$ cat config.mk
export PLATFORM = sky130hd
export DESIGN_NAME = sel_result
export DESIGN_NICKNAME = d
export VERILOG_FILES = /design/src/logic/sat_sel_pkg.sv /design/src/logic/sel_result.sv
export SDC_FILE = /design/constraint.sdc
export NUM_CORES = 1
export LEC_CHECK = 0
export BUFFER_PORTS_ARGS = -buffer_cell sky130_fd_sc_hd__buf_4
export CELL_PAD_IN_SITES_DETAIL_PLACEMENT = 0
export CELL_PAD_IN_SITES_GLOBAL_PLACEMENT = 1
export CORE_MARGIN = 1.5
export CORE_UTILIZATION = 50
export CTS_CLUSTER_DIAMETER = 50
export DETAILED_ROUTE_END_ITERATION = 6
export PLACE_DENSITY_LB_ADDON = 0.1
export SLEW_MARGIN = 15
export SYNTH_ARGS = -nofsm -noshare
export SYNTH_HDL_FRONTEND = slang
export SYNTH_SLANG_ARGS = --single-unit
$ cat constraint.sdc
create_clock -name clk -period 18.3 [get_ports clk]
set_clock_uncertainty 0.15 [all_clocks]
set_input_delay 4.575 -clock clk [delete_from_list [all_inputs] [get_ports clk]]
set_output_delay 4.575 -clock clk [all_outputs]
set_load 0.05 [all_outputs]
$ cat src/logic/sat_sel_pkg.sv
// shared widths, table depth and pipeline stage structs for the unsat clause selector
package sat_sel_pkg;

    // clause buffer and reciprocal table depth
    localparam int BUFFER_DEPTH = 2048;
    // index / count width, enough for every buffer entry
    localparam int ADDR_W = 11;

    // random slice taken from the 32-bit random word
    localparam int RAND_W = 18;
    localparam int RAND_OFFSET = 10;

    // reciprocal entries are pure fractions, floor(2^32 / i)
    localparam int RECIP_W = 32;

    // full multiplier result, slice times reciprocal
    localparam int PROD_W = RAND_W + RECIP_W;

    typedef logic [ADDR_W-1:0] addr_t;
    typedef logic [RAND_W-1:0] rand_t;
    typedef logic [RECIP_W-1:0] recip_t;

    // decode to execute
    typedef struct packed {
        logic  valid;
        // count was zero, result forced to 0
        logic  zero;
        rand_t rand_n;
        addr_t m;
    } sel_req_t;

    // execute to result
    typedef struct packed {
        logic  valid;
        logic  zero;
        rand_t rand_n;
        addr_t m;
        // floor(N * recip / 2^32), true quotient or one short
        rand_t quotient;
    } sel_prod_t;

endpackage

$ cat src/logic/sel_result.sv
// result stage of the selector: forms N mod m from the quotient estimate, keeps the sticky zero flag
module sel_result (
    input  logic                   clk,
    input  logic                   reset,
    input  sat_sel_pkg::sel_prod_t prod_i,
    input  logic                   clear_div_zero_i,
    output logic                   sel_valid_o,
    output sat_sel_pkg::addr_t     selected_o,
    output logic                   div_zero_o
);
    import sat_sel_pkg::*;

    rand_t m_ext;
    rand_t q_times_m;
    rand_t rem_raw;
    rand_t rem_fix;
    addr_t index_next;

    always_comb begin
        m_ext = rand_t'(prod_i.m);
        // q * m never exceeds N, so RAND_W bits are enough
        q_times_m = prod_i.quotient * m_ext;
        rem_raw   = prod_i.rand_n - q_times_m;
        // quotient one short leaves rem in [m, 2m)
        if (rem_raw >= m_ext) begin
            rem_fix = rem_raw - m_ext;
        end else begin
            rem_fix = rem_raw;
        end
        // zero count maps to index 0
        if (prod_i.zero) begin
            index_next = '0;
        end else begin
            index_next = addr_t'(rem_fix);
        end
    end

    always_ff @(posedge clk) begin
        if (reset) begin
            sel_valid_o <= 1'b0;
            selected_o  <= '0;
            div_zero_o  <= 1'b0;
        end else begin
            sel_valid_o <= prod_i.valid;
            // index holds until the next result
            if (prod_i.valid) begin
                selected_o <= index_next;
            end
            // set beats clear in the same cycle
            if (prod_i.valid && prod_i.zero) begin
                div_zero_o <= 1'b1;
            end else if (clear_div_zero_i) begin
                div_zero_o <= 1'b0;
            end
        end
    end

    // the single correction step is enough only if execute's estimate is off by at most one
    a_index_in_range : assert property (
        @(posedge clk) disable iff (reset)
        prod_i.valid && !prod_i.zero |=> selected_o < $past(prod_i.m)
    ) else $error("sel_result index not below its count");

endmodule

== Word level (Yosys, flattened, before mapping) ==
Index checks and enable logic that the tools add are counted.
Word-level totals
  logic and storage cells: 13
  output and inout port bits: 13
  register bits after elaboration: 13
Cells by class
  multiply operators: 1
  add/sub/neg operators: 2
  mux-type cells: 4
  order comparisons: 1
  reduce and logical (&&, ||, !) cells: 2
Operators with widths (number)
  two-way mux 11 bit: 2
  >= comparator 18 x 11 -> 1 bit: 1
  multiplier 18 x 11 -> 18 bit: 1
  subtractor 18 bit: 1
  subtractor 11 bit: 1
  two-way mux 1 bit: 2
  nonzero test 2 bit: 1
  logical AND 1 bit: 1

== Depth between registers and ports, before layout ==
  depth after elaboration: 5
  mapped depth: 28
  gate-level depth less buffers: 26

== Least setup slack after synthesis ==
OpenSTA, ideal clock, no wires.
  path kind: in2reg
  start point: in prod_i[5] (netlist name)
  end point: reg selected_o[1]
  stages: 27
  setup slack: 7.683 ns
  data arrival time: 10.350 ns
  cell sequence: clkbuf_1 > and2_1 > fa_1 > fa_1 > inv_1 > fa_1 > fa_1 > inv_1 > fa_1 > inv_1 > ha_1 > o211ai_1 > nor2_1 > o21ai_0 > nand2_1 > a21oi_1 > xnor2_1 > ha_1 > a221oi_1 > o311ai_1 > a2111oi_2 > o21ai_0 > nor4_1 > nand4_1 > buf_6 > mux2i_1 > a22o_1
Between the ends
  longest elaborated chain between the ends: 5
Ends and longest elaborated chain
  start, declared: line sel_result.sv:5  | input sat_sel_pkg::sel_prod_t prod_i,
  multiplier 18 x 11 -> 18 bit: line sel_result.sv:22  | q_times_m = prod_i.quotient * m_ext;
  subtractor 18 bit: line sel_result.sv:23  | rem_raw = prod_i.rand_n - q_times_m;
  >= comparator 18 x 11 -> 1 bit: line sel_result.sv:25  | if (rem_raw >= m_ext) begin
  two-way mux 11 bit: line sel_result.sv:25
  two-way mux 11 bit: line sel_result.sv:31  | if (prod_i.zero) begin
  end signal, assigned: line sel_result.sv:47  | selected_o <= index_next;
  end, declared: line sel_result.sv:8  | output sat_sel_pkg::addr_t selected_o,
No other way between the ends.
A chain may end at the register's enable or synchronous reset.

== Worst setup path after layout ==
  start point: in prod_i[20] (netlist name)
  end point: reg selected_o[0]
Between the ends
  longest elaborated chain between the ends: 5
Ends and longest elaborated chain (line)
  multiplier 18 x 11 -> 18 bit: sel_result.sv:22
  subtractor 18 bit: sel_result.sv:23
  >= comparator 18 x 11 -> 1 bit (*): sel_result.sv:25
  two-way mux 11 bit (*): sel_result.sv:25
  two-way mux 11 bit (*): sel_result.sv:31
Every way passes the cells marked *; elsewhere a longest branch is shown, timed or not.

==> qor.txt <==
Post-layout utilization of the core -> 56.72%
Data required time at the worst endpoint -> 18330 ps
Port-buffer cells -> 64
Setup bufs post-CTS -> 0
Layout cell share with drive strength beyond 1 -> 10.76%
Largest area contributor in the netlist -> fa_1
Worst slew pin tran -> 779.6 ps
Top cell type's share of synthesized area -> 37.48%
XOR/XNOR Fraction of Synth Area -> 6.705%
Worst-Skew Late Latency -> 240 ps
1st-iter DRT viols -> 139
Starting density of the core -> 51.21%
Sequential fraction of the synthesis area -> 4.470%
Setup crit end kind -> flip-flop
Vias in the first global route -> 5096
CP Buf/Inv Count -> 4
Synthesized flop and latch total -> 13
R2R cell count -> 1
Chip height -> 110.9 um
Slew HR -> 47.87%
Post-synth EDFFs -> 0
Syn nets -> 896
Crit Path Class -> input pin to flip-flop
Final ANT Viol Nets -> 0
Synth Area in Simple Gates -> 18.48%
Endpoints failing hold -> 0
Flop2flop setup slack -> 17540 ps
Async SR Flop Fraction -> 0%
DR pass1 iterations -> 4
Mapped Cells -> 683
Clk slew on worst S/H paths -> 40 ps
Worst Setup Start Kind -> input pin
Vias -> 4541
CP Launch Point -> prod_i[20]
Slowest-stage cell, CP -> nand4_1
# IOs -> 65
DP Worst Slack -> 6824 ps
# diodes -> 0
Worst r2r src -> selected_o[1]
Critical path arrival -> 11280 ps
Routability Congestion -> 0.9009
Final Critical Period -> 11250 ps
Clock root buffer -> clkbuf_16
# DRC -> 0
CTS tree -> built
Avg Inst Size Synth -> 8.524 um2
GRT Overall Usage -> 24.04%
CP max stage delay -> 660 ps
Area grow syn2layout -> 10.77%
Htree depth -> 1
DPL Wire Length -> 11610 um
First-pass GRT wire length -> 24000 um
CP Max Fanout -> 17
Yosys warnings -> 0
Worst setup path end -> selected_o[0]
Synth Area in Adders -> 48.66%
RR Endpoint -> selected_o[1]
RSZ-0062 raised after global routing -> no
Status -> complete, no violations
Cts bufs inserted -> 3
Nets -> 939
Die ar. -> 12300 um2
Antenna violations before repair -> 0
Worst Hold Class -> flip-flop to flip-flop
Quantity of hold-fixing buffers added after cts -> 0
Most common cell on crit path -> fa_1
# resized after CTS -> 0
Post-synthesis mux area share -> 2.063%
Critical path's top delay family -> adder cells
Chip Width -> 110.9 um
Number of core rows -> 39
Final WL -> 13670 um
Setup violators final -> 0
Core area -> 11370 um2
Slew Limit Fails -> 0
Final worst-path cycle share -> 61.48%
Cell Area, Synth -> 5822 um2
Combinational family with the most area after synthesis -> adder cells
Total stage count of the critical path -> 26
Clock Path Buffers -> 2
Setup TNS -> 0 ps
Maximum clock rate -> 0.08888 GHz
Area contributors post-synth -> fa_1 37%, ha_1 11%, inv_1 9.2%, and2_1 7.3%, nand2_1 6.1%
Vias/cell -> 5.232
Synth Flop Type -> dfxtp_1
Overflow after GRT -> 0
Max Cap Viol -> 0
Complex-gate fraction of the synthesized area -> 8.489%
WHS -> 300.2 ps
DR WL/cell -> 15.75 um
Clk sinks -> 13
Pin count of the biggest net entering global routing -> 20
Synth unique cells -> 52
Setup WS post-layout -> 7049 ps
registers in the layout, indices dropped and copies added, names as in the netlist:
register / flops
div_zero_o: 1
sel_valid_o: 1
selected_o: 11
cell type report:
cell class	instances	area (um2)
clock buffer	4	78.83
fill	1118	4921
inverter	143	536.8
multi-input combinational	501	4913
sequential	13	260.3
tap	143	178.9
timing repair buffer	64	480.5
synthesized netlist by cell type (2+ instances only):
cell type / count
inv_1: 143
ha_1: 52
fa_1: 109
a21o_1: 5
nand2_1: 94
nand2b_1: 5
o21a_1: 7
o21ai_0: 11
nor2b_1: 8
nor2_1: 17
a31oi_1: 2
mux2i_1: 12
dfxtp_1: 13
a22o_1: 2
xnor2_1: 34
a311oi_1: 2
nor3_1: 4
xor2_1: 8
or2_2: 3
clkbuf_1: 19
o21ai_1: 9
nand4_1: 2
a21oi_1: 19
and2_1: 68
nor3b_1: 3
or3_1: 3
buf_2: 4
logic make-up after synthesis:
family                     Yosys count
AOI/OAI and AO/OA                   72
xor gates and xnor gates            43
adders and majority gates          161
buffers and inverters              169
DFF                                 13
muxes                               12
and+or+nand+nor                    213
per-stage QoR:
stage	cell area, um2	std cells
after CTS	6449	868
final	6449	868
after global placement	6370	864
after detailed placement	6370	864
after global routing	6449	868
after floorplan	5822	683
tightest hold or removal path, delay by kind of cell (launching register included):
kind             cells  cell delay, ps
flip-flops           1             300
AND/OR/NAND/NOR      1              50
AO/OA/AOI/OAI        1              50
per-layer routing:
metal | part of all wire (%) | track usage, %
met1 | 41 | 28.07
met2 | 54 | 47.16
met3 | 2.0 | 1.804
met4 | 2.8 | 6.068
met5 | 0 | 0
placed cells by master (no fill, tap or decap), types with 2 or more instances in the layout:
master / synthesis / final
or2_2: 3 / 3
o21a_1: 7 / 7
a22o_1: 2 / 2
a21o_1: 5 / 5
nor2b_1: 8 / 8
nor2_1: 17 / 17
and2_1: 68 / 68
mux2i_1: 12 / 12
a311oi_1: 2 / 2
or3_1: 3 / 3
nand2b_1: 5 / 5
buf_4: 0 / 64
xor2_1: 8 / 8
nand2_1: 94 / 94
nand4_1: 2 / 2
o21ai_0: 11 / 11
nor3_1: 4 / 4
a31oi_1: 2 / 2
xnor2_1: 34 / 34
o21ai_1: 9 / 9
inv_1: 143 / 143
nor3b_1: 3 / 3
ha_1: 52 / 52
fa_1: 109 / 109
a21oi_1: 19 / 19
dfxtp_1: 13 / 13
clkbuf_16: 0 / 3
worst min path at each step:
| stage | startpoint | endpoint | cells after the start | slack [ps] |
|---|---|---|---|---|
| 6_report | selected_o[6] | selected_o[6] | 2 | 300 |
| 5_1_grt | selected_o[7] | selected_o[7] | 2 | 330 |
| 4_1_cts | selected_o[2] | selected_o[2] | 2 | 300 |
| 3_5_place_dp | selected_o[2] | selected_o[2] | 2 | 300 |
| 3_3_place_gp | selected_o[2] | selected_o[2] | 2 | 290 |
| 2_1_floorplan | selected_o[10] | selected_o[10] | 2 | 520 |
Power is not shown: default switching activity piles up to over one toggle a cycle in this logic, so the estimate is an artifact.
