--- src/logic/sat_sel_pkg.sv ---
// shared widths, table depth and pipeline stage structs for the unsat clause selector
package sat_sel_pkg;

    // clause buffer and reciprocal table depth
    localparam int BUFFER_DEPTH = 2048;
    // index / count width, enough for every buffer entry
    localparam int ADDR_W = 11;

    // random slice taken from the 32-bit random word
    localparam int RAND_W = 18;
    localparam int RAND_OFFSET = 10;

    // reciprocal entries are pure fractions, floor(2^32 / i)
    localparam int RECIP_W = 32;

    // full multiplier result, slice times reciprocal
    localparam int PROD_W = RAND_W + RECIP_W;

    typedef logic [ADDR_W-1:0] addr_t;
    typedef logic [RAND_W-1:0] rand_t;
    typedef logic [RECIP_W-1:0] recip_t;

    // decode to execute
    typedef struct packed {
        logic  valid;
        // count was zero, result forced to 0
        logic  zero;
        rand_t rand_n;
        addr_t m;
    } sel_req_t;

    // execute to result
    typedef struct packed {
        logic  valid;
        logic  zero;
        rand_t rand_n;
        addr_t m;
        // floor(N * recip / 2^32), true quotient or one short
        rand_t quotient;
    } sel_prod_t;

endpackage

--- src/logic/sel_execute.sv ---
// execute stage of the selector: multiplies N by the table reciprocal for a quotient estimate
module sel_execute (
    input  logic                   clk,
    input  logic                   reset,
    input  sat_sel_pkg::sel_req_t  req_i,
    input  sat_sel_pkg::recip_t    recip_i,
    output sat_sel_pkg::sel_prod_t prod_o
);
    import sat_sel_pkg::*;

    logic [PROD_W-1:0] product;

    // N * floor(2^32 / m), fixed point with RECIP_W fraction bits
    assign product = req_i.rand_n * recip_i;

    always_ff @(posedge clk) begin
        if (reset) begin
            prod_o.valid <= 1'b0;
        end else begin
            prod_o.valid <= req_i.valid;
        end
        if (req_i.valid) begin
            prod_o.zero   <= req_i.zero;
            prod_o.rand_n <= req_i.rand_n;
            prod_o.m      <= req_i.m;
            // integer part only
            // floor reciprocal makes this the true quotient or one below it
            prod_o.quotient <= product[RECIP_W +: RAND_W];
        end
    end

endmodule

--- config.mk ---
export PLATFORM = sky130hd
export DESIGN_NAME = sel_execute
export DESIGN_NICKNAME = d
export VERILOG_FILES = /design/src/logic/sat_sel_pkg.sv /design/src/logic/sel_execute.sv
export SDC_FILE = /design/constraint.sdc
export NUM_CORES = 1
export LEC_CHECK = 0
export BUFFER_PORTS_ARGS = -buffer_cell sky130_fd_sc_hd__buf_2
export CORE_ASPECT_RATIO = 1.4
export CORE_MARGIN = 2
export CORE_UTILIZATION = 60
export CTS_BUF_LIST = sky130_fd_sc_hd__clkbuf_8
export CTS_CLUSTER_DIAMETER = 30
export CTS_CLUSTER_SIZE = 24
export DETAILED_ROUTE_END_ITERATION = 6
export GPL_TIMING_DRIVEN = 0
export HOLD_SLACK_MARGIN = 0.08
export PLACE_DENSITY_LB_ADDON = 0.08
export SLEW_MARGIN = 20
export SYNTH_ARGS = -nofsm -noshare
export SYNTH_HDL_FRONTEND = slang
export SYNTH_SLANG_ARGS = --single-unit
--- constraint.sdc ---
create_clock -name clk -period 7.52 [get_ports clk]
set_input_delay 1.128 -clock clk [delete_from_list [all_inputs] [get_ports clk]]
set_output_delay 1.128 -clock clk [all_outputs]
set_load 0.02 [all_outputs]
=== Yosys cells after proc, flatten, opt, wreduce, memory -nomap -nowiden ===
Index checks and enable logic that the tools add are counted.

* Bits in registers: 49
* Bits in latches: 0
* Memory bits (writable): 0
* Bits in read-only memories: 0
* Bits of input ports: 65
* Output and inout port bits: 49
* Logic and storage cells: 6
* Memories kept: 0

* Add/subtract/negate cells: 0
* $mul: 1
* Divide/modulo/power cells: 0
* Order comparisons: 0
* Eq/ne operators: 0
* Shift operators: 0
* Multiplexer cells: 0
* Bitwise operators: 0
* Reduce and logical (&&, ||, !) cells: 0

{| class="wikitable"
|+ Operators by type and width
! operator !! count
|-
| $mul A18 B32 Y50 || 1
|}

=== Logic depth before layout (Yosys ltp) ===
Gate-level depths: netlist of the first run.

* Depth in word-level cells: 1
* Mapped depth: 25
* Gate-level depth less buffers: 23

=== Worst setup path before layout of the first run ===
No wires, ideal clock.

* Kind: input -> register
* From: in recip_i[29]
* To: reg prod_o[14] in the netlist's numbering (data pin)
* Setup time: 158 ps
* Data arrival time: 6,822 ps
* Data required time: 7,362 ps
* Setup slack: 540 ps
* Stages: 23
* Buffers on the path: 3
* Path through: clkbuf_1 -> clkbuf_1 -> nand2_1 -> fa_1 -> inv_1 -> fa_1 -> inv_1 -> fa_1 -> inv_1 -> fa_1 -> fa_1 -> inv_1 -> fa_1 -> inv_1 -> ha_1 -> buf_4 -> nand4_2 -> or3_1 -> or4_1 -> o22ai_2 -> o21ai_1 -> a211o_1 -> o211ai_1

* Longest elaborated chain between the ends: 1

{| class="wikitable"
|+ Ends and longest elaborated chain
! what !! RTL line !! source
|-
| start: declaration || sel_execute.sv:6 || <nowiki>input sat_sel_pkg::recip_t recip_i,</nowiki>
|-
| $mul A18 B32 Y50 || sel_execute.sv:14 || <nowiki>assign product = req_i.rand_n * recip_i;</nowiki>
|-
| net product[46] || sel_execute.sv:11 || <nowiki>logic [PROD_W-1:0] product;</nowiki>
|-
| end: declaration || sel_execute.sv:7 || <nowiki>output sat_sel_pkg::sel_prod_t prod_o</nowiki>
|}

The timed path passes the listed nets, and every way through them passes these cells.
A chain may end at the register's enable or synchronous reset.

=== Worst setup path in the final report of the first run ===
* From: in recip_i[10]
* To: reg prod_o[16] in the netlist's numbering (data pin)

Same word-level chain as after synthesis.

==> impl_results.md, run 1 <==
- Core box area: 0.03141 sq mm
- Initial drt markers: 755
- Setup Viol. Count Final: 0
- Hold Path Stages: 2
- Hold path startpoint: reset
- # hold bufs at CTS: 0
- Final Max Slew Viols: 0
- Period utilization: 0.9861
- Clk sinks: 49
- Biggest register: prod_o
- CP arrival: 7.53 ns
- Worst-Margin Slew: 0.8988 ns
- Placed insts: 2585
- Mapped Nets: 2747
- Via count: 14570
- Startpoint Class: primary input
- Seq/Total Area, Yosys: 0.07699
- Maxcap violations: 0
- Final hold violations: 0
- Kind of critical path: in -> reg
- # fillers: 2727
- Yosys reg bits: 49
- Die X: 154.3 um
- Worst Setup End Kind: flip-flop
- Cells after Synth: 2083
- TritonRoute pass-1 iters: 5
- Die area: 0.03310 sq mm
- Top Ports: 114
- Cell area after synthesis: 0.01898 sq mm
- Crit path top cell by count: fa_1
- Largest fanout on the critical path: 10
- Synth top area share: 0.5041
- H-Tree Depth: 2
- Synth area leader: fa_1
- Hold WC Path Type: in -> reg
- Fin crit period: 7.416 ns
- GRT Residual Overflow: 0
- Max_slew headroom: 0.4008
- Post-route ant nets: 0
- Non-Filler Instances: 2595
- Slowest cell delay on critical path: 0.58 ns
- Cell Chain, Critical Path: buf_2 > buf_2 > nand2_1 > fa_1 > fa_1 > fa_1 > fa_1 > inv_1 > fa_1 > inv_1 > fa_1 > inv_1 > ha_1 > a21oi_1 > o21ai_0 > a21o_1 > a21o_1 > o21ai_0 > a221o_1 > o211ai_1 > buf_4 > a31oi_1 > xnor2_1
- First-pass GRT wire length: 90.69 mm
- Ant diodes: 0
- Cts bufs inserted: 5
- DRC: 0
- Biggest regs: prod_o: 49 flops
- Initial Utilization: 0.6044
- Row count: 77
- Post-Route WL: 57.79 mm
- CTS tree: built
- Post-DP HPWL: 48.62 mm
- Most numerous cell in the Yosys netlist: inv_1
- Nets: 2863
- Port-buffer cells: 107
- Root buffer cell: clkbuf_8
- CP max stage cell: fa_1
- Post-synth ARST share: 0
- Setup tns final: 0 ns
- Critical path required time: 7.63 ns
- Vias in the first global route: 16320
- Area of the multi-input gates: 0.01522 sq mm
- Main flop type after synthesis: edfxtp_1
- RD Place Congestion: 0.9592
- Chip height: 214.5 um
- Average size of a mapped cell: 9.113 sq um
- Total GRT Usage: 0.3715
- Number of flops mapped to enable cells by yosys: 48
- Pin count of the biggest net entering global routing: 50
- Max reg flops: 49
- Most instantiated cells after synthesis: 547 x inv_1, 478 x fa_1, 385 x nand2_1, 210 x and2_1, 121 x ha_1
- Clock-pin transition on the worst setup and hold timing paths: 0.11 ns
- Critical path startpoint: recip_i[10]
- FF+latch area: 0.001461 sq mm
- Clk buf depth: 2
- Wire length per cell: 22.27 um
- Distinct cell type count after synthesis: 51
- Yosys warns: 0
- Fmax: 134.9 MHz
- Largest cells by area after synthesis: fa_1 50%, inv_1 11%, ha_1 8.0%, nand2_1 7.6%, edfxtp_1 7.6%
- Status: finished clean
- Vias per cell: 5.614
- Initial antenna violation count: 0
- P&R area growth vs syn: 7.521%
- Hold_ws: 0.9186 ns
- Hold EP: prod_o[48]
- Layout cell share with drive strength beyond 1: 0.09682
## cell type report
cell class | instances | share of cell area
plain buffers | 97 | 0.02513
clock buffers | 5 | 0.003372
clock inverters | 3 | 0.001287
inverters | 547 | 0.1006
multi-input cells | 1389 | 0.7457
flip-flops and latches | 49 | 0.07160
well taps | 395 | 0.02422
repair buffers | 110 | 0.02808
## layout by cell type, fill, tap and decap left out, types with 13 or more instances in the layout
cell and n:
and2_1 210, a21oi_1 40, clkbuf_1 21, edfxtp_1 48, buf_2 119, fa_1 478
inv_1 547, nand2_1 385, buf_4 13, o21ai_0 18, a21o_1 20, clkbuf_2 40
nor2_1 13, ha_1 121
## logic make-up after synthesis
group / count (synthesis) / synth area share
DFF: 49 / 0.07699
and+or+nand+nor: 654 / 0.1627
AOI/OAI and AO/OA: 119 / 0.04047
adders and majority gates: 599 / 0.5839
xor gates and xnor gates: 17 / 0.007844
buffers and inverters: 645 / 0.1281
## per-layer routing
layer,track usage,vias up,wire [um]
met4,0.2559,0,4546
met1,0.4234,7534,19910
met2,0.6423,576,29870
met5,0,-,0
li1,-,6245,-
met3,0.05578,214,3465
## worst max path at each step
| stage | end | cells past startpoint |
|---|---|---|
| after CTS | prod_o[17] | 23 |
| after global placement | prod_o[17] | 25 |
| after floorplan | prod_o[14] | 23 |
| final | prod_o[16] | 23 |
| after detailed placement | prod_o[17] | 21 |
| after global routing | prod_o[17] | 26 |
## worst max-delay path, delay by kind of cell
family / cells / cell delay, ns
adders and majority gates: 7 / 3.35
AOI/OAI and AO/OA: 8 / 1.93
xor gates and xnor gates: 1 / 0.10
and+or+nand+nor: 1 / 0.12
buffers and inverters: 6 / 0.87
## metrics by stage
| stage | setup slack [ns] | instance area [sq um] | util |
|---|---|---|---|
| 3_5_place_dp | -1.227 | 20010 | 0.6372 |
| 3_3_place_gp | -1.241 | 20010 | 0.6372 |
| 6_report | 0.1044 | 20410 | 0.6498 |
| 5_1_grt | -0.02138 | 20410 | 0.6498 |
| 4_1_cts | 0.001435 | 20240 | 0.6445 |
| 2_1_floorplan | 0.5398 | 18980 | - |
## repair_timing
action / 4_1_cts / 5_1_grt
pin swaps: 1 / 0
setup endpoints to repair: 17 / 15
gates resized for setup: 64 / 105
buffers inserted: 2 / 1
Power of run 1 is left out: the tool's default activity adds up to more than one toggle a clock period on the data nets, which glitch-free logic cannot reach.
==> inputs of run 2 (changes only) <==
--- a/config.mk
+++ b/config.mk
@@ -6,8 +6,8 @@
 export NUM_CORES = 1
 export LEC_CHECK = 0
 export BUFFER_PORTS_ARGS = -buffer_cell sky130_fd_sc_hd__buf_2
-export CORE_ASPECT_RATIO = 1.4
-export CORE_MARGIN = 2
+export CORE_ASPECT_RATIO = 0.6
+export CORE_MARGIN = 10
 export CORE_UTILIZATION = 60
 export CTS_BUF_LIST = sky130_fd_sc_hd__clkbuf_8
 export CTS_CLUSTER_DIAMETER = 30
==> run 2 against run 1 <==
  * First-iteration DRC count grew 120%
  * Hold slack worse by 0.021 ns
  * Cell count rose by 0.69%
  * Sequential share of layout area is essentially flat
==> impl_results.md, run 2 (synthesis gave the netlist of run 1 again) <==
- Final hold violations: 0
- Core box area: 0.03115 sq mm
- First-pass GRT wire length: 96.89 mm
- Cts bufs inserted: 5
- Layout cell share with drive strength beyond 1: 0.09608
- Hold WC Path Type: in -> reg
- Crit path to: prod_o[17]
- Setup tns final: 0 ns
- Fin crit period: 7.446 ns
- Initial drt markers: 1673
- Port-buffer cells: 107
- Clk sinks: 49
- Initial antenna violation count: 1
- Period utilization: 0.9902
- Post-Route WL: 62.57 mm
- Most frequent cells in the layout: 547 x inv_1, 477 x fa_1, 385 x nand2_1, 210 x and2_1, 121 x ha_1
- Pin count of the biggest net entering global routing: 50
- P&R area growth vs syn: 7.884%
- Largest fanout on the critical path: 10
- Biggest regs: prod_o: 49 flops
- Critical path required time: 7.65 ns
- Commonest non-fill, non-tap cell in the layout: inv_1
- Fmax: 134.3 MHz
- Cell Chain, Critical Path: buf_2 > clkbuf_2 > nand2_1 > fa_1 > inv_1 > fa_1 > fa_1 > fa_1 > fa_1 > inv_1 > fa_1 > inv_1 > ha_1 > nand3_1 > nor4_4 > nand4_1 > nand3_1 > a31oi_4 > o31ai_4 > o211ai_4 > o311ai_4 > xnor2_1
- Vias per cell: 5.644
- Clock-pin transition on the worst setup and hold timing paths: 0.12 ns
- Startpoint Class: primary input
- DRC: 0
- Biggest register: prod_o
- Post-DP HPWL: 53.28 mm
- Maxcap violations: 0
- Clk buf depth: 2
- Root buffer cell: clkbuf_8
- CP arrival: 7.57 ns
- Chip height: 157.8 um
- Wire length per cell: 23.94 um
- H-Tree Depth: 2
- Worst Setup End Kind: flip-flop
- GRT Residual Overflow: 0
- CTS tree: built
- Critical path startpoint: recip_i[15]
- Slowest cell delay on critical path: 0.64 ns
- Max reg flops: 49
- Kind of critical path: in -> reg
- # fillers: 2677
- TritonRoute pass-1 iters: 5
- Layout Utilization: 0.6573
- Status: finished clean
- Fin worst setup slack: 0.07377 ns
- Max_slew headroom: 0.5090
- Initial Utilization: 0.6093
- RD Place Congestion: 0.9991
- Die X: 249.6 um
- Post-route ant nets: 0
- Finished Cell Area: 0.02048 sq mm
- Via count: 14750
- Die area: 0.03938 sq mm
- Pre-CTS setup slack: -1.275 ns
- Total GRT Usage: 0.3307
- Final Max Slew Viols: 0
- Row count: 50
- Crit path top cell by count: fa_1
- Setup Viol. Count Final: 0
- CP max stage cell: fa_1
- Placed inst area: 0.02004 sq mm
- Vias in the first global route: 15820
- Worst-Margin Slew: 0.7365 ns
- Nets: 2859
- Top Ports: 114
==> run 2: cell types whose count changed in the layout (fill, tap and decap cells not counted), moves of 2 or more <==
cell | previous run | this run
o21ai_1 | 2 | 0
nand3_1 | 9 | 12
clkbuf_2 | 40 | 36
clkinvlp_4 | 2 | 0
clkbuf_8 | 5 | 8
nand3_4 | 2 | 0
bufinv_16 | 0 | 2
clkbuf_1 | 21 | 14
clkbuf_4 | 12 | 26
buf_4 | 13 | 10
buf_2 | 119 | 112
o21ai_0 | 18 | 20
==> run 2: repair_timing <==
item                                    4_1_cts  5_1_grt
hold endpoints to repair                      0        0
pin swaps                                     1        1
buffers inserted                              1        1
gates resized for setup                      88       80
hold buffers                                  0        0
endpoints found under the setup margin       17       12
==> run 2: how the worst min path moves through the flow <==
| stage | startpoint | to | slack (ns) | cells past startpoint |
|---|---|---|---|---|
| 2_1_floorplan | reset | prod_o[48] | 1.20 | 1 |
| 3_3_place_gp | reset | prod_o[48] | 1.28 | 2 |
| 3_5_place_dp | reset | prod_o[48] | 1.29 | 2 |
| 4_1_cts | reset | prod_o[48] | 0.89 | 2 |
| 5_1_grt | reset | prod_o[48] | 0.89 | 2 |
| 6_report | reset | prod_o[48] | 0.90 | 2 |
==> run 2: per-layer routing <==
metal | GRT usage | part of all wire | vias to the layer above | wire (um)
li1 | - | - | 6232 | -
met1 | 0.4782 | 0.42 | 7450 | 26560
met2 | 0.4275 | 0.37 | 995 | 23460
met3 | 0.1856 | 0.19 | 69 | 11710
met4 | 0.04340 | 0.013 | 2 | 825
met5 | 0 | 0.00021 | - | 13
==> run 2: cell type report <==
class                   instances  area, sq um  area share
diodes                          1        2.502   0.0001222
clock inverters                 3        68.82    0.003360
repair buffers                109        558.0     0.02725
plain buffers                  94        561.8     0.02743
multi-input cells            1389        15180      0.7414
well taps                     416        520.5     0.02542
flip-flops and latches         49         1461     0.07136
clock buffers                   5        68.82    0.003360
inverters                     547         2053      0.1003
==> run 2: per-stage QoR <==
stage	hold WS, ns	cells
final	0.8978	2613
after global routing	0.8894	2612
after CTS	0.8911	2611
after detailed placement	1.287	2606
after global placement	1.285	2606
after floorplan	1.200	2083
==> run 2: critical path, delay by kind of cell <==
kind,cells,cell delay [ns]
buffers and inverters,5,0.74
adder cells (fa/ha/maj),7,3.56
XOR/XNOR,1,0.11
AO/OA/AOI/OAI,4,0.96
AND/OR/NAND/NOR,5,1.05
Power of run 2 is left out for the same reason.
