`config.mk`:
```
export PLATFORM = sky130hd
export DESIGN_NAME = sel_decode
export DESIGN_NICKNAME = d
export VERILOG_FILES = /design/src/logic/sat_sel_pkg.sv /design/src/logic/sel_decode.sv
export SDC_FILE = /design/constraint.sdc
export NUM_CORES = 1
export LEC_CHECK = 0
export ABC_AREA = 1
export ABC_CLOCK_PERIOD_IN_PS = 2000
export BUFFER_PORTS_ARGS = -buffer_cell sky130_fd_sc_hd__buf_2
export CAP_MARGIN = 20
export CELL_PAD_IN_SITES_DETAIL_PLACEMENT = 1
export CELL_PAD_IN_SITES_GLOBAL_PLACEMENT = 1
export CORE_ASPECT_RATIO = 1.5
export CORE_MARGIN = 2
export CORE_UTILIZATION = 39
export CTS_BUF_LIST = sky130_fd_sc_hd__clkbuf_8
export DETAILED_ROUTE_END_ITERATION = 8
export GPL_ROUTABILITY_DRIVEN = 0
export PLACE_DENSITY = 0.85
export SLEW_MARGIN = 15
export SYNTH_ARGS = -nofsm -noshare
export SYNTH_HDL_FRONTEND = slang
export SYNTH_SLANG_ARGS = --single-unit
```
`constraint.sdc`:
```
create_clock -name clk -period 2 [get_ports clk]
set_input_delay 0.1 -clock clk [delete_from_list [all_inputs] [get_ports clk]]
set_output_delay 0.1 -clock clk [all_outputs]
set_load 0.03 [all_outputs]
```
`src/logic/sat_sel_pkg.sv`:
```
// shared widths, table depth and pipeline stage structs for the unsat clause selector
package sat_sel_pkg;

    // clause buffer and reciprocal table depth
    localparam int BUFFER_DEPTH = 2048;
    // index / count width, enough for every buffer entry
    localparam int ADDR_W = 11;

    // random slice taken from the 32-bit random word
    localparam int RAND_W = 18;
    localparam int RAND_OFFSET = 10;

    // reciprocal entries are pure fractions, floor(2^32 / i)
    localparam int RECIP_W = 32;

    // full multiplier result, slice times reciprocal
    localparam int PROD_W = RAND_W + RECIP_W;

    typedef logic [ADDR_W-1:0] addr_t;
    typedef logic [RAND_W-1:0] rand_t;
    typedef logic [RECIP_W-1:0] recip_t;

    // decode to execute
    typedef struct packed {
        logic  valid;
        // count was zero, result forced to 0
        logic  zero;
        rand_t rand_n;
        addr_t m;
    } sel_req_t;

    // execute to result
    typedef struct packed {
        logic  valid;
        logic  zero;
        rand_t rand_n;
        addr_t m;
        // floor(N * recip / 2^32), true quotient or one short
        rand_t quotient;
    } sel_prod_t;

endpackage

```
`src/logic/sel_decode.sv`:
```
// decode stage that captures requests outside setup and reads the reciprocal table for them
module sel_decode (
    input  logic                  clk,
    input  logic                  reset,
    input  logic                  setup_i,
    input  logic                  req_i,
    input  sat_sel_pkg::addr_t    unsat_count_i,
    input  logic [31:0]           random_i,
    output logic                  tbl_re_o,
    output sat_sel_pkg::addr_t    tbl_raddr_o,
    output sat_sel_pkg::sel_req_t req_o
);
    import sat_sel_pkg::*;

    logic     accept;
    logic     count_zero;
    // request as captured at the input edge
    sel_req_t cap;

    // requests during table load are dropped
    assign accept = req_i & ~setup_i;

    // only this stage looks at the count for zero
    assign count_zero = (unsat_count_i == '0);

    // capture register
    always_ff @(posedge clk) begin
        if (reset) begin
            cap.valid <= 1'b0;
        end else begin
            cap.valid <= accept;
        end
        // payload only moves on an accepted request
        if (accept) begin
            cap.zero   <= count_zero;
            cap.rand_n <= random_i[RAND_OFFSET +: RAND_W];
            cap.m      <= unsat_count_i;
        end
    end

    // table read issued from the captured count
    // data lines up with req_o one cycle later
    assign tbl_re_o    = cap.valid;
    assign tbl_raddr_o = cap.m;

    always_ff @(posedge clk) begin
        if (reset) begin
            req_o.valid <= 1'b0;
        end else begin
            req_o.valid <= cap.valid;
        end
        if (cap.valid) begin
            req_o.zero   <= cap.zero;
            req_o.rand_n <= cap.rand_n;
            req_o.m      <= cap.m;
        end
    end

    // a request dropped in setup never shows up at the execute stage
    a_no_req_in_setup : assert property (
        @(posedge clk) disable iff (reset)
        $past(setup_i, 2) |-> !req_o.valid
    ) else $error("sel_decode accepted a request during setup");

endmodule

```
# [Word-level counts from Yosys, hierarchy flattened]
# Cells that the tools add are included.
[word_totals] output_inout_bits=43 inputBits=47 regBits=62
[op_classes] n_bitwise=2 n_reduce_logical=1
[ops] operator="11-bit zero test" count=1
[ops] operator="1-bit AND" count=1
[ops] operator="1-bit inverter" count=1

# [Logic depth before layout (Yosys ltp)]
# Gate-level depths: netlist (run 1).
[depth] depth_word=2 ltp_mapped=5

# [Worst setup path before layout (run 1)]
# No wires, ideal clock.
[synth_timing] path_kind="input to register" startpoint="input port req_i" endpoint="register cap[11] (netlist bit), enable pin" setup_slack_ns=0.164 path_stages=2 arrival_ns=1.419 cell_sequence="inv_1 > nor2_1"
[synth_via] elab_chain_len=1
[synth_lines] element="start, declared" line="sel_decode.sv:6" rtl="input logic req_i,"
[synth_lines] element="1-bit AND" line="sel_decode.sv:21" rtl="assign accept = req_i & ~setup_i;"
[synth_lines] element="named net accept" line="sel_decode.sv:15" rtl="logic accept;"
[synth_lines] element="end, declared" line="sel_decode.sv:18" rtl="sel_req_t cap;"
# The timed path passes the listed nets, and every way through them passes these cells.
# A chain may end at the register's enable or synchronous reset.

# [Worst setup path in the final report (run 1)]
[layout_timing] startpoint="register cap (netlist bit tbl_re_o)" endpoint="output port tbl_re_o"
[layout_rtl] element="end, declared" line="sel_decode.sv:9" rtl="output logic tbl_re_o,"
# No word-level cell between the ends.

==> impl_metrics.prom, run 1 <==
# TYPE chip_impl_metric gauge
chip_impl_metric{name="grt_first_pass_wirelength",unit="microns"} 6940
chip_impl_metric{name="final.min_clock_period",unit="ps"} 1400
chip_impl_info{name="critical_path.slowest_cell",value="sky130_fd_sc_hd__dfxtp_1"} 1
chip_impl_metric{name="worst_slew_pin_slew",unit="ps"} 541
chip_impl_info{name="topRoutingLayerUsed",value="met4"} 1
chip_impl_info{name="worstHoldPathType",value="input port to flop"} 1
chip_impl_metric{name="detail_route.wirelength",unit="microns"} 4520
chip_impl_metric{name="arrival",unit="ps"} 1300
chip_impl_metric{name="synth-compound-area-share",unit="%"} 0
chip_impl_metric{name="drt_drc_violations_left",unit=""} 0
chip_impl_metric{name="grt_max_degree",unit=""} 31
chip_impl_metric{name="max-clock-path-buffers",unit=""} 2
chip_impl_metric{name="final-max-slew-violation-count",unit=""} 0
chip_impl_metric{name="clock_tree.htree_level_count",unit=""} 3
chip_impl_metric{name="final-instance-count-excl-fill",unit=""} 274
chip_impl_info{name="yosys-top-cells-count",value="60 x sky130_fd_sc_hd__edfxtp_1, 11 x sky130_fd_sc_hd__buf_4, 8 x sky130_fd_sc_hd__inv_1, 6 x sky130_fd_sc_hd__nor2_1, 5 x sky130_fd_sc_hd__nand2_1"} 1
chip_impl_info{name="netlist_top_cells_area",value="sky130_fd_sc_hd__edfxtp_1 90%, sky130_fd_sc_hd__buf_4 4.1%, sky130_fd_sc_hd__dfxtp_1 2.0%"} 1
chip_impl_metric{name="die_height",unit="microns"} 91.9
chip_impl_metric{name="yosys_register_bits",unit=""} 62
chip_impl_metric{name="ys_seq_area_share",unit="%"} 91.8
chip_impl_metric{name="maxCapViolCount",unit=""} 0
chip_impl_metric{name="antenna_found_initial",unit=""} 0
chip_impl_metric{name="route.met3.wl",unit="microns"} 220
chip_impl_metric{name="area.sequential",unit="sq um"} 1840
chip_impl_metric{name="clock_sink_count",unit=""} 62
chip_impl_metric{name="clock_skew",unit="ps"} 9.63
chip_impl_metric{name="detailroute.via_count",unit=""} 1161
chip_impl_metric{name="total_die_area",unit="sq um"} 5750
chip_impl_metric{name="detailedPlace.worstSlack",unit="ps"} 841
chip_impl_metric{name="num-fill-cells",unit=""} 513
chip_impl_metric{name="synth-warning-count",unit=""} 0
chip_impl_metric{name="finalHoldViolCount",unit=""} 0
chip_impl_metric{name="diodes",unit=""} 0
chip_impl_metric{name="num_rows",unit=""} 32
chip_impl_info{name="critPathCaptureType",value="output pin"} 1
chip_impl_metric{name="cellLeakagePower",unit="nW"} 1.18
chip_impl_metric{name="synth.mux.area_fraction",unit="%"} 0
chip_impl_info{name="grt_setup_unrepaired",value="false"} 1
chip_impl_metric{name="synth_top_area_share",unit="%"} 89.8
chip_impl_metric{name="average_instance_area_after_synthesis",unit="sq um"} 21.4
chip_impl_metric{name="number_of_enable_flip_flop_cells_after_synthesis",unit=""} 60
chip_impl_metric{name="gr-total-overflow",unit=""} 0
chip_impl_metric{name="ioPinCount",unit=""} 90
chip_impl_metric{name="yosys.cell_types.count",unit=""} 8
chip_impl_metric{name="numPortBuffers",unit=""} 75
chip_impl_metric{name="layout-drive-gt1-share",unit="%"} 44.7
chip_impl_info{name="critical-path-top-delay-family",value="flip-flops"} 1
chip_impl_metric{name="detailed_place_hpwl",unit="microns"} 2660
chip_impl_metric{name="max_clock_freq",unit="MHz"} 713
chip_impl_info{name="synth.largest_area_cell",value="sky130_fd_sc_hd__edfxtp_1"} 1
chip_impl_metric{name="number_of_cells_in_the_design_after_placement",unit=""} 228
chip_impl_metric{name="synth.net_count",unit=""} 141
chip_impl_metric{name="ys_async_sr_fraction",unit="%"} 0
chip_impl_info{name="clock_root_buffer",value="sky130_fd_sc_hd__clkbuf_8"} 1
chip_impl_info{name="synth_top_flop_cell",value="sky130_fd_sc_hd__edfxtp_1"} 1
chip_impl_metric{name="r2r_slack",unit="ps"} 790
chip_impl_metric{name="track_usage",unit="%"} 17.3
chip_impl_metric{name="critical_path_required",unit="ps"} 1900
chip_impl_metric{name="placeableCoreArea",unit="sq um"} 5040
chip_impl_info{name="yosysMostFrequentCell",value="sky130_fd_sc_hd__edfxtp_1"} 1
chip_impl_metric{name="final_nets",unit=""} 249
chip_impl_metric{name="detailed_routing_iteration_count_for_the_pre_antenna_repair_pass",unit=""} 5
chip_impl_metric{name="peakVddDrop",unit="uV"} 502
chip_impl_metric{name="synthesized_area_fraction_occupied_by_xor_and_xnor_cells",unit="%"} 0
chip_impl_metric{name="synthesized_area",unit="sq um"} 2010
chip_impl_info{name="tritoncts_clock_tree",value="done"} 1
chip_impl_metric{name="timing.critical_path.buf_inv",unit=""} 1
chip_impl_metric{name="met2RoutedLength",unit="microns"} 2450
chip_impl_metric{name="final.setup.tns",unit="ps"} 0
chip_impl_metric{name="drt_first_iter_violations",unit=""} 30
chip_impl_info{name="start_kind",value="flop"} 1
chip_impl_metric{name="clock_input_transition_at_the_sequential_cells_of_the_worst_setup_and_hold_paths",unit="ps"} 70
chip_impl_metric{name="area_growth",unit="%"} 45.8
chip_impl_metric{name="adder_cell_fraction_of_synth_area",unit="%"} 0
chip_impl_metric{name="timing.max_slew.rel_slack",unit="%"} 63.9
chip_impl_metric{name="netlist_instances",unit=""} 94
chip_impl_info{name="main_combinational_cell_family_by_area_after_synthesis",value="buffers and inverters"} 1
chip_impl_metric{name="yosys.area_share.simple",unit="%"} 2.62
chip_impl_metric{name="post_route_fraction_of_the_period_consumed_by_the_critical_path",unit="%"} 70.1
chip_impl_metric{name="setup_viol",unit=""} 0
chip_impl_metric{name="cts_made_buffers",unit=""} 9
chip_impl_metric{name="route.antenna.remaining_nets",unit=""} 0
chip_impl_metric{name="via_per_inst",unit=""} 4.24
chip_impl_metric{name="die_width",unit="microns"} 62.6
chip_impl_metric{name="drt-met1-wl",unit="microns"} 1730
chip_impl_metric{name="final_critical_path_setup_slack",unit="ps"} 598
chip_impl_metric{name="cp_slowest_stage_delay",unit="ps"} 660
chip_impl_metric{name="first_global_vias",unit=""} 1230
chip_impl_info{name="setup.worst_path.class",value="flop to output pin"} 1
chip_impl_metric{name="maximum_fanout_along_the_worst_path",unit=""} 11
chip_impl_metric{name="start_util",unit="%"} 39.8
chip_impl_info{name="path_cells",value="buf_2"} 1
chip_impl_info{name="status",value="finished, final reports clean"} 1
chip_impl_metric{name="post-cts-setup-buffers",unit=""} 0
chip_impl_metric{name="wire_per_inst",unit="microns"} 16.5
chip_impl_metric{name="clock_insertion_delay_worst_skew",unit="ps"} 330
chip_impl_metric{name="powerDensity",unit="nW/um^2"} 1000
chip_impl_metric{name="multi_input_area",unit="sq um"} 55.1
==> cells by family (layout without fill, tap and decap cells) <==
kind of cell           count (synthesis)  after routing
buffers and inverters                 19            131
DFF                                   62             62
and+or+nand+nor                       13             13
==> cell type report <==
class / count / area share, %
flip-flops and latches: 62 / 62.9
well taps: 68 / 2.91
repair buffers: 108 / 24.4
inverters: 8 / 1.03
clock buffers: 9 / 4.23
multi-input cells: 13 / 1.88
clock inverters: 6 / 2.65
==> metal layers <==
metal	vias up	GRT usage, %
met2	56	28.7
li1	543	-
met5	-	0
met3	9	5.40
met4	0	10.9
met1	553	19.2
==> timing repair <==
item,4_1_cts,5_1_grt
gates resized for setup,0,0
hold buffers,31,0
hold endpoints to repair,31,0
==> layout by cell type, fill, tap and decap left out <==
cell type,n
sky130_fd_sc_hd__clkinv_2,2
sky130_fd_sc_hd__inv_1,8
sky130_fd_sc_hd__bufinv_16,2
sky130_fd_sc_hd__dlygate4sd3_1,31
sky130_fd_sc_hd__dfxtp_1,2
sky130_fd_sc_hd__buf_12,1
sky130_fd_sc_hd__buf_4,1
sky130_fd_sc_hd__edfxtp_1,60
sky130_fd_sc_hd__buf_2,75
sky130_fd_sc_hd__nor2_1,5
sky130_fd_sc_hd__nand2_1,5
sky130_fd_sc_hd__clkinv_1,2
sky130_fd_sc_hd__nor2_2,2
sky130_fd_sc_hd__nor3_1,1
sky130_fd_sc_hd__clkbuf_8,9
==> final timing paths <==
kind / start / to / cells past startpoint
hold reg to reg: cap[17]$_DFFE_PP_ / req_o[17]$_DFFE_PP_ / 0
setup reg to reg: tbl_re_o$_SDFF_PP0_ / req_o[6]$_DFFE_PP_ / 1
hold / removal: setup_i / cap[20]$_DFFE_PP_ / 3
setup / recovery: tbl_re_o$_SDFF_PP0_ / tbl_re_o / 1
==> registers in the layout, indices dropped and copies added (netlist names) <==
| name | flops |
|---|---|
| cap | 19 |
| tbl_re_o | 1 |
| tbl_raddr_o | 11 |
| req_o | 31 |
==> power by group <==
group / switching, W / leakage [nW] / internal, W / total [W]
Combinational: 0.000158 / 0.503 / 0.0000982 / 0.000256
Clock: 0.000463 / 0.104 / 0.000682 / 0.00114
Sequential: 0.0000271 / 0.573 / 0.00151 / 0.00154
==> metrics by stage <==
| stage | power, W | utilization, % | hold slack (ps) | cell area (sq um) |
|---|---|---|---|---|
| final | 0.00294 | 58.0 | 363 | 2930 |
| after global placement | 0.00176 | 47.9 | 275 | 2410 |
| after CTS | 0.00294 | 58.0 | 353 | 2930 |
| after global routing | 0.00303 | 58.0 | 375 | 2930 |
| after floorplan | 0.00169 | - | 172 | 2010 |
| after detailed placement | 0.00177 | 47.9 | 278 | 2410 |
Power figures use the tool's default switching activity.
==> run 2: changes to the inputs <==
- ABC_CLOCK_PERIOD_IN_PS: 2000 -> 1400
- clock period: 2 -> 1.4 ns (I/O delays scaled with it)
==> impl_metrics.prom, run 2 (synthesized netlist as in run 1, its figures left out) <==
# TYPE chip_impl_metric gauge
chip_impl_metric{name="arrival",unit="ps"} 1170
chip_impl_info{name="start_kind",value="flop"} 1
chip_impl_metric{name="drt_first_iter_violations",unit=""} 45
chip_impl_metric{name="die_width",unit="microns"} 62.6
chip_impl_metric{name="cellLeakagePower",unit="nW"} 1.18
chip_impl_info{name="critPathCaptureType",value="output pin"} 1
chip_impl_metric{name="drt_drc_violations_left",unit=""} 0
chip_impl_metric{name="critical_path_required",unit="ps"} 1330
chip_impl_metric{name="final_nets",unit=""} 249
chip_impl_metric{name="powerDensity",unit="nW/um^2"} 1370
chip_impl_info{name="mostFrequentLayoutCells",value="75 x sky130_fd_sc_hd__buf_2, 60 x sky130_fd_sc_hd__edfxtp_1, 31 x sky130_fd_sc_hd__dlygate4sd3_1, 11 x sky130_fd_sc_hd__inv_1, 9 x sky130_fd_sc_hd__clkbuf_8"} 1
chip_impl_metric{name="total_die_area",unit="sq um"} 5750
chip_impl_info{name="setup.worst_path.class",value="flop to output pin"} 1
chip_impl_metric{name="detailed_routing_iteration_count_for_the_pre_antenna_repair_pass",unit=""} 4
chip_impl_metric{name="via_per_inst",unit=""} 4.18
chip_impl_metric{name="final.min_clock_period",unit="ps"} 1240
chip_impl_info{name="critical_path.slowest_cell",value="sky130_fd_sc_hd__dfxtp_2"} 1
chip_impl_metric{name="timing.critical_path.buf_inv",unit=""} 2
chip_impl_metric{name="diodes",unit=""} 0
chip_impl_metric{name="route.antenna.remaining_nets",unit=""} 0
chip_impl_metric{name="design_area",unit="sq um"} 2920
chip_impl_metric{name="first_global_vias",unit=""} 1251
chip_impl_metric{name="cp_slowest_stage_delay",unit="ps"} 410
chip_impl_info{name="critical-path-top-delay-family",value="buffers and inverters"} 1
chip_impl_metric{name="final_critical_path_setup_slack",unit="ps"} 157
chip_impl_metric{name="layout-drive-gt1-share",unit="%"} 44.9
chip_impl_info{name="grt_setup_unrepaired",value="false"} 1
chip_impl_metric{name="detailroute.via_count",unit=""} 1150
chip_impl_metric{name="r2r_slack",unit="ps"} 470
chip_impl_metric{name="area_growth",unit="%"} 45.6
chip_impl_metric{name="maximum_fanout_along_the_worst_path",unit=""} 28
chip_impl_metric{name="final-max-slew-violation-count",unit=""} 0
chip_impl_metric{name="max-clock-path-buffers",unit=""} 2
chip_impl_metric{name="numPortBuffers",unit=""} 75
chip_impl_metric{name="maxCapViolCount",unit=""} 0
chip_impl_metric{name="start_util",unit="%"} 39.8
chip_impl_metric{name="clock_insertion_delay_worst_skew",unit="ps"} 320
chip_impl_metric{name="antenna_found_initial",unit=""} 0
chip_impl_metric{name="clock_sink_count",unit=""} 62
chip_impl_metric{name="number_of_flip_flops_under_the_largest_register_name",unit=""} 31
chip_impl_metric{name="post-cts-setup-buffers",unit=""} 0
chip_impl_info{name="layout_commonest_cell",value="sky130_fd_sc_hd__buf_2"} 1
chip_impl_metric{name="finalHoldViolCount",unit=""} 0
chip_impl_metric{name="num_rows",unit=""} 32
chip_impl_metric{name="clock_input_transition_at_the_sequential_cells_of_the_worst_setup_and_hold_paths",unit="ps"} 70
chip_impl_metric{name="clock_skew",unit="ps"} 7.49
chip_impl_metric{name="detail_route.wirelength",unit="microns"} 4420
chip_impl_metric{name="setup_viol",unit=""} 0
chip_impl_metric{name="power",unit="W"} 0.00401
chip_impl_metric{name="detailedPlace.worstSlack",unit="ps"} 493
chip_impl_metric{name="die_height",unit="microns"} 91.9
chip_impl_metric{name="fin_util",unit="%"} 57.9
chip_impl_metric{name="track_usage",unit="%"} 16.7
chip_impl_metric{name="gr-total-overflow",unit=""} 0
chip_impl_metric{name="max_clock_freq",unit="MHz"} 805
chip_impl_metric{name="detailed_place_hpwl",unit="microns"} 2550
chip_impl_metric{name="timing.max_slew.rel_slack",unit="%"} 88.6
chip_impl_metric{name="grt_first_pass_wirelength",unit="microns"} 6700
chip_impl_metric{name="worst_slew_pin_slew",unit="ps"} 170
chip_impl_metric{name="wire_per_inst",unit="microns"} 16.1
chip_impl_info{name="status",value="finished, final reports clean"} 1
chip_impl_info{name="clock_root_buffer",value="sky130_fd_sc_hd__clkbuf_8"} 1
chip_impl_metric{name="total_cell_area_at_the_placement_stage",unit="sq um"} 2430
chip_impl_info{name="tritoncts_clock_tree",value="done"} 1
chip_impl_info{name="path_cells",value="buf_12 -> buf_2"} 1
chip_impl_metric{name="ioPinCount",unit=""} 90
chip_impl_metric{name="grt_max_degree",unit=""} 31
chip_impl_metric{name="final.setup.tns",unit="ps"} 0
chip_impl_metric{name="clock_tree.htree_level_count",unit=""} 3
chip_impl_metric{name="post_route_fraction_of_the_period_consumed_by_the_critical_path",unit="%"} 88.8
chip_impl_metric{name="placeableCoreArea",unit="sq um"} 5040
chip_impl_info{name="max_flop_register",value="req_o"} 1
chip_impl_metric{name="peakVddDrop",unit="uV"} 727
chip_impl_info{name="worstHoldPathType",value="input port to flop"} 1
chip_impl_metric{name="cts_made_buffers",unit=""} 9
==> run 2: stage by stage <==
| step | hold WS [ps] | std cells |
|---|---|---|
| after floorplan | 139 | 94 |
| after global placement | 247 | 228 |
| after detailed placement | 248 | 228 |
| after CTS | 233 | 275 |
| after global routing | 255 | 275 |
| final | 257 | 275 |
==> run 2: final timing paths <==
kind                            depth (start not counted)             endpoint                start
worst min register to register                          0  req_o[22]$_DFFE_PP_    cap[22]$_DFFE_PP_
worst max register to register                          1   req_o[5]$_DFFE_PP_  tbl_re_o$_SDFF_PP0_
worst max-delay path                                    2             tbl_re_o  tbl_re_o$_SDFF_PP0_
worst min-delay path                                    3    cap[25]$_DFFE_PP_              setup_i
==> run 2: tightest hold or removal path: stages <==
cell	delay (ps)
sky130_fd_sc_hd__buf_2	110
sky130_fd_sc_hd__nor2_2	50
sky130_fd_sc_hd__buf_12	170
==> run 2: final cells by class <==
type	count	area (sq um)
repair buffers	108	726
flip-flops and latches	62	1840
well taps	68	85.1
fillers	520	2120
inverters	8	30.0
clock inverters	7	58.8
clock buffers	9	124
multi-input cells	13	55.1
==> run 2: what timing repair did <==
| action | CTS | global route |
|---|---|---|
| hold buffers | 31 | 0 |
| hold endpoints to repair | 31 | 0 |
| setup endpoints to repair | 0 | 0 |
| gates resized for setup | 0 | 0 |
==> run 2: report_power, final <==
| group | switching (W) | total [W] | internal (W) |
|---|---|---|---|
| Sequential | 0.0000385 | 0.00219 | 0.00216 |
| Clock | 0.000655 | 0.00145 | 0.000797 |
| Combinational | 0.000225 | 0.000369 | 0.000144 |
==> run 2: routing by layer <==
metal	vias up	GRT usage [%]	wire, microns
li1	545	-	-
met1	545	15.5	1510
met2	52	31.5	2590
met3	8	5.40	227
met4	0	9.26	86
met5	-	0	0
